[src/include/wb_params.svh]
/*
 * Wishbone memory block parameters.
 * Bus widths and the memory map of the two on-chip RAM regions.
 */
`ifndef WB_PARAMS_SVH
`define WB_PARAMS_SVH

// ==================================================
// Bus widths
// ==================================================

`define WB_AW 32                   // Byte address width.
`define WB_DW 32                   // Data width, select is WB_DW/8.

// ==================================================
// Memory map
// ==================================================

// RAM0 holds 512 words, 2 KB from address zero.
`define RAM0_BASE       32'h0000_0000  // Byte base of RAM0.
`define RAM0_WORDS_LOG2 9              // 512 words.

// RAM1 holds 256 words, 1 KB.
// The range 0x800 to 0xFFF between the regions is unmapped.
`define RAM1_BASE       32'h0000_1000  // Byte base of RAM1.
`define RAM1_WORDS_LOG2 8              // 256 words.

`endif

[src/hw/wb_pkg.sv]
/*
 * Wishbone bundle types.
 * Request and response structs shared by the decoder and the RAM slaves.
 */
`include "wb_params.svh"

package wb_pkg;

  // ==================================================
  // Master to slave
  // ==================================================

  typedef struct packed {
    logic                  cyc;    // Bus cycle in progress.
    logic                  stb;    // Transfer strobe.
    logic                  we;     // Write when high.
    logic [`WB_AW-1:0]     adr;    // Byte address.
    logic [`WB_DW/8-1:0]   sel;    // Byte selects.
    logic [`WB_DW-1:0]     dat;    // Write data.
  } wb_req_t;                      // 71 bits.

  // ==================================================
  // Slave to master
  // ==================================================

  typedef struct packed {
    logic                  ack;    // Normal termination.
    logic                  err;    // Error termination.
    logic [`WB_DW-1:0]     dat;    // Read data.
  } wb_rsp_t;                      // 34 bits.

endpackage

[src/hw/wb_decoder.sv]
/*
 * Wishbone address decoder.
 * Routes each request to RAM0 or RAM1 and muxes the response back.
 * An internal default slave answers unmapped addresses with err.
 */
`include "wb_params.svh"

module wb_decoder
  import wb_pkg::*;
(
  input  logic    wb_clk_i,
  input  logic    wb_rst_i,
  input  wb_req_t wb_req_i,        // From the master.
  output wb_rsp_t wb_rsp_o,        // To the master.
  output wb_req_t ram0_req_o,      // To RAM0.
  input  wb_rsp_t ram0_rsp_i,      // From RAM0.
  output wb_req_t ram1_req_o,      // To RAM1.
  input  wb_rsp_t ram1_rsp_i       // From RAM1.
);

  // ==================================================
  // Memory map
  // ==================================================

  localparam logic [`WB_AW-1:0] RAM0_BASE = `RAM0_BASE;
  localparam logic [`WB_AW-1:0] RAM1_BASE = `RAM1_BASE;

  // Lowest address bit above each region's byte size.
  localparam int RAM0_LSB = `RAM0_WORDS_LOG2 + 2;
  localparam int RAM1_LSB = `RAM1_WORDS_LOG2 + 2;

  logic hit0;                      // Address inside RAM0.
  logic hit1;                      // Address inside RAM1.
  logic miss;                      // Unserved strobe to a hole.
  logic err_q;                     // Default slave error register.

  // Upper bits must equal the region base.
  assign hit0 = (wb_req_i.adr[`WB_AW-1:RAM0_LSB] == RAM0_BASE[`WB_AW-1:RAM0_LSB]);
  assign hit1 = (wb_req_i.adr[`WB_AW-1:RAM1_LSB] == RAM1_BASE[`WB_AW-1:RAM1_LSB]);

  // ==================================================
  // Request path
  // ==================================================

  always_comb begin
    ram0_req_o     = wb_req_i;
    ram0_req_o.stb = wb_req_i.stb & hit0;  // Strobe only the hit region.
    ram1_req_o     = wb_req_i;
    ram1_req_o.stb = wb_req_i.stb & hit1;
  end

  // ==================================================
  // Default slave
  // ==================================================

  // Same one-cycle guard as the RAM slaves.
  assign miss = wb_req_i.cyc & wb_req_i.stb & ~hit0 & ~hit1 & ~err_q;

  always_ff @(posedge wb_clk_i or posedge wb_rst_i) begin
    if (wb_rst_i) begin
      err_q <= 1'b0;
    end else begin
      err_q <= miss;               // Pulse one clock after stb.
    end
  end

  // ==================================================
  // Response path
  // ==================================================

  // The master holds adr until ack or err, so the live hit selects.
  always_comb begin
    if (hit0) begin
      wb_rsp_o = ram0_rsp_i;
    end else if (hit1) begin
      wb_rsp_o = ram1_rsp_i;
    end else begin
      wb_rsp_o.ack = 1'b0;
      wb_rsp_o.err = err_q;
      wb_rsp_o.dat = '0;           // No data on a miss.
    end
  end

  // ==================================================
  // Checks
  // ==================================================

  // Regions do not overlap.
  a_one_slave_strobe: assert property (
    @(posedge wb_clk_i) disable iff (wb_rst_i)
      $onehot0({ram0_req_o.stb, ram1_req_o.stb})
  ) else $error("wb_decoder: more than one slave strobed");

  // Slave and default responses never collide at the master.
  a_ack_err_exclusive: assert property (
    @(posedge wb_clk_i) disable iff (wb_rst_i)
      !(wb_rsp_o.ack && wb_rsp_o.err)
  ) else $error("wb_decoder: ack and err high together");

endmodule

[config.mk]
export PLATFORM = sky130hd
export DESIGN_NAME = wb_decoder
export DESIGN_NICKNAME = d
export VERILOG_FILES = /design/src/hw/wb_pkg.sv /design/src/hw/wb_decoder.sv
export VERILOG_INCLUDE_DIRS = /design/src /design/src/include
export SDC_FILE = /design/constraint.sdc
export NUM_CORES = 1
export LEC_CHECK = 0
export BUFFER_PORTS_ARGS = -buffer_cell sky130_fd_sc_hd__buf_2
export CAP_MARGIN = 5
export CORE_AREA = 2 2 124 126
export CTS_CLUSTER_SIZE = 16
export DETAILED_ROUTE_END_ITERATION = 8
export DIE_AREA = 0 0 126 128
export PLACE_DENSITY_LB_ADDON = 0.12
export SLEW_MARGIN = 10
export SYNTH_ARGS = -nofsm -noshare
export SYNTH_HDL_FRONTEND = slang
export SYNTH_SLANG_ARGS = --single-unit
[constraint.sdc]
create_clock -name wb_clk_i -period 2.6 [get_ports wb_clk_i]
set_clock_uncertainty 0.05 [all_clocks]
set_input_delay 0.78 -clock wb_clk_i [delete_from_list [all_inputs] [get_ports wb_clk_i]]
set_output_delay 0.78 -clock wb_clk_i [all_outputs]
set_load 0.01 [all_outputs]
### Word level (Yosys, flattened, before mapping)

Cells that the tools add are included.

| cells by class | value |
|---|---|
| equal/unequal tests | 1 |
| mux-type cells | 2 |
| bitwise operators | 9 |
| reductions and logical operators | 1 |

Operators by type and width:

| cell | number |
|---|---|
| two-way mux 34 bit | 2 |
| == test 22 x 3 -> 1 bit (second input constant) | 1 |
| zero test 21 bit | 1 |
| AND 1 bit | 6 |
| NOT 1 bit | 3 |

| word-level totals | value |
|---|---|
| register bits | 1 |
| input port bits | 141 |
| output and inout port bits | 176 |
| logic and storage cells | 14 |

### Logic depth before layout (Yosys ltp)

| depth | value |
|---|---|
| word-level depth | 5 |
| depth in mapped cells | 6 |
| depth with buffers taken out | 4 |

### Least setup slack after synthesis

Ideal clock, no wire load.

| timing | value |
|---|---|
| path kind | input to output |
| from | in wb_req_i[61] (netlist bit) |
| to | out ram0_req_o[69] (netlist bit) |
| arrival | 1.899 ns |
| required time | 1.770 ns |
| setup slack | -0.129 ns |
| stages on the path | 5 |
| path buffers | 1 |
| cells stage by stage | nor4_1 -> nand3_1 -> or2_1 -> buf_6 -> nor3b_1 |

RTL lines:

| what | line | text |
|---|---|---|
| from (decl) | wb_decoder.sv:13 | `input wb_req_t wb_req_i,` |
| to (decl) | wb_decoder.sv:15 | `output wb_req_t ram0_req_o,` |

==> results <==
- The flow ran to the end, but the final reports show violations.
- The checks that failed: negative setup slack.
- The number of failing hold endpoints at the final stage came to 0.
- Sorting the synthesized cells by how often they occur yields sky130_fd_sc_hd__buf_4, sky130_fd_sc_hd__nor2_1, sky130_fd_sc_hd__nor2b_1.
- From left edge to right edge, the die measures about 130 um.
- The analysis attributes to cell leakage a power of 1.18 nW.
- Using the TritonRoute via totals, the vias-per-cell ratio works out to between 3 and 4.
- The count of buffers added on input and output ports is roughly 180.
- During synthesis, Yosys emitted a total of 0 warnings.
- At the placement stage, the worst setup path has a slack of -0.427 ns.
- Setup slack on the critical path of the routed design comes to -0.306 ns.
- Of the total power, combinational logic draws 0.938.
- The number of global-route vias before repair came to roughly 1700.
- The estimated wirelength of the detail-placed design is 5130 um.
- The slowest stage of the critical path is the sky130_fd_sc_hd__or2_4 cell.
- Clock-pin slew was measured on the worst setup and hold paths at 0 ns.
- The final cycle utilization of the critical path is 1.12.
- The minimum clock period after layout is just under 3 ns.
- The sequential cell area fraction in the yosys report is 0.0140.
- The largest registers in the layout are err_q x1.
- Counting flops per register, the top entry is err_q.
- The capture point of the worst path is wb_rsp_o[32].
- The cell count after synthesis is roughly 270.
- The design internal power is ~0.00015 W.
- The overall die height is around 130 um.
- The min-delay analysis places its worst path in the category reg -> reg.
- Traced cell by cell, the critical path runs through buf_2 > nor4_4 > nand2_1 > or2_4 > o311ai_4 > buf_2.
- After detailed routing, the number of remaining DRC violations is 0.
- The power spent charging and discharging nets is around 0.00013 W.
- The area added between synthesis and finish is 43.9%.
- The wire length per cell is ~12 um.
- After detailed placement, the design holds a cell count of 506.
- The switching part of the total power is 0.469.
- STA classifies the critical path startpoint as an input port.
- The power per standard cell area is 110 nW/um2.
- The final global-route overflow total is 0.
- At the end of the flow, the number of nets in the layout was roughly 460.
- Setup repair after global routing could not meet its margin everywhere.
- The post-synthesis cell area is approximately 1800 um2.
- The first global-routing pass estimated about 9100 um of wire.
- The data required time of the worst path is 1.77 ns.
- For this run, the slowest stage of the critical path takes 0.33 ns.
- The critical path class is in -> out.
- The placed instances occupy a cell area of between 2000 and 2500 um2.
- The most used standard cell by instance count after synthesis is sky130_fd_sc_hd__buf_4.
- The number of flip-flops in the largest register was 1.
- The unique cell type count in the Yosys netlist is 21.
- The number of synthesized register bits is 1.
- The slew of the pin with the lowest slew margin is between 0.2 and 0.3 ns.
- The initial antenna violation count is 0.
- The worst setup path is captured at a primary output.
- For this block, the via count after detailed routing is between 1500 and 2000.
- The number of maximum-capacitance violations is 0.
- The final layout contains routed wiring with a total length of approximately 6200 um.
- With fillers left out, the area of the finished cells amounts to 2580 um2.
- For this run, asynchronously set or reset flops after synthesis account for 1.00.
- The congestion estimate from routability-driven global placement came to ~0.69.
- The first detailed-routing pass took 2 iterations.
- Data on the critical path arrives at its endpoint at around 2.1 ns.
- The dominant synthesized flop cell is sky130_fd_sc_hd__dfrtp_1.
- The highest attainable clock frequency is about 340 MHz.
- The total inserted antenna cells is 0.
- The critical path's most frequent cell is sky130_fd_sc_hd__buf_2.
- The timing startpoint of the critical path is wb_req_i[47].
- Of all nets on the critical path, the largest fanout is 5.
- The clock reaches the later pin of the worst-skew pair after 0 ns.
- Of the total power, registers draw 0.062.
- The worst register-to-register path has a depth of 1.
- The initialized floorplan defines 45 standard-cell rows.
- Entering global routing, the biggest net connects 40 pins.
- The starting utilization of the core area is 0.121.
- The number of max-slew violations in the final report is 0.
- The non-filler instance count after layout is 509.
- For this run, the total global-route usage over all layers was measured as 0.0692.
- After clock tree synthesis, the flow added hold-fix buffers numbering 0.
- The reg-to-reg endpoint is err_q.
- The overall die area is roughly 16000 um2.
- The library cell occupying the most area in the post-synthesis netlist is sky130_fd_sc_hd__buf_4.
- The count of nets left with antenna violations once routing finished came out at 0.
- The worst voltage drop across the vdd grid is slightly above 0.00003 V.
- The number of DRC violations after detailed-routing iteration 0 is 25.
- The fraction of synthesized cell area taken by the top area cell type is 0.587.
- The final count of negative-setup-slack endpoints is 36.
- By area the synthesized netlist is led by sky130_fd_sc_hd__buf_4, sky130_fd_sc_hd__nor2b_1, sky130_fd_sc_hd__a21oi_1.
- Of the cells placed in the final design, the portion with a size suffix greater than 1 is 0.757.
- Synthesis produced a netlist with a net count of 415.
- The reg-to-reg setup timing slack is between 1.5 and 2 ns.
- On the final layout, the worst hold slack is 0.444 ns.
- The start point of the worst min-delay path is err_q.
- After synthesis, the mean cell area works out to about 6.5 um2.
- Headroom to the max-slew limit came out at 0.818.
- The count of pins on the block boundary is around 320.
- The number of enable flip-flop cells after synthesis is 0.
- The clock network fraction of design power is 0.
- The origin of the critical flop-to-flop path is err_q.
- The area of the core is 14900 um2.
-- power groups by stage --
stage / clock, W / sequential, W / combinational [W]
global route: 0 / 0.0000176 / 0.000294
floorplan: 0 / 0.0000171 / 0.000303
CTS: 0 / 0.0000176 / 0.000272
global placement: 0 / 0.0000176 / 0.000264
finish: 0 / 0.0000176 / 0.000267
detailed placement: 0 / 0.0000176 / 0.000264
-- stage by stage --
stage               TNS [ns]   util  power [W]
finish                 -9.19  0.173   0.000285
global placement      -12.28  0.153   0.000282
global route          -12.27  0.173   0.000312
detailed placement    -14.30  0.153   0.000281
CTS                   -10.41  0.171   0.000290
floorplan             -0.631      -   0.000320
-- repair_timing --
action	4_1_cts	5_1_grt
pin swaps	3	3
gates resized for setup	45	6
hold endpoints to repair	0	0
endpoints found under the setup margin	36	36
setup buffers	1	2
-- cells in the final DEF (no fill, tap or decap), types with 2 or more instances in the layout --
cell type / n
sky130_fd_sc_hd__nor2_4: 31
sky130_fd_sc_hd__buf_12: 5
sky130_fd_sc_hd__buf_6: 36
sky130_fd_sc_hd__inv_1: 2
sky130_fd_sc_hd__a21oi_1: 33
sky130_fd_sc_hd__buf_2: 141
sky130_fd_sc_hd__nor2b_1: 33
sky130_fd_sc_hd__nand2_1: 4
sky130_fd_sc_hd__nor4_4: 4
sky130_fd_sc_hd__nor2_1: 2
sky130_fd_sc_hd__buf_4: 16
-- area by class of cell --
| cell class | instances | area (um2) |
|---|---|---|
| Fill cell | 1709 | 12300 |
| Inverter | 2 | 7.51 |
| Multi-Input combinational cell | 119 | 965 |
| Sequential cell | 1 | 25.0 |
| Tap cell | 188 | 235 |
| Timing Repair Buffer | 199 | 1350 |
-- worst min-delay path by stage --
| stage | end | slack [ns] | cells past startpoint |
|---|---|---|---|
| floorplan | err_q | 0.37 | 1 |
| global placement | err_q | 0.44 | 1 |
| detailed placement | err_q | 0.44 | 1 |
| CTS | err_q | 0.45 | 1 |
| global route | err_q | 0.47 | 1 |
| finish | err_q | 0.44 | 1 |
-- routing by layer --
layer	GRT usage	vias up	wire (um)
li1	-	820	-
met1	0.0812	752	2310
met2	0.130	110	3190
met3	0.00710	36	523
met4	0.0252	0	226
met5	0	-	0
-- critical path, delay by kind of cell --
kind,cells,cell delay [ns]
compound gates,1,0.28
buf+inv,2,0.30
simple gates,3,0.72
-- logic make-up after synthesis --
logic type             after synthesis  synth area share
buffers and inverters              154             0.640
and+or+nand+nor                     82             0.233
AOI/OAI and AO/OA                   37             0.114
DFF                                  1            0.0140
No activity file was read; power rests on OpenSTA's default activity.
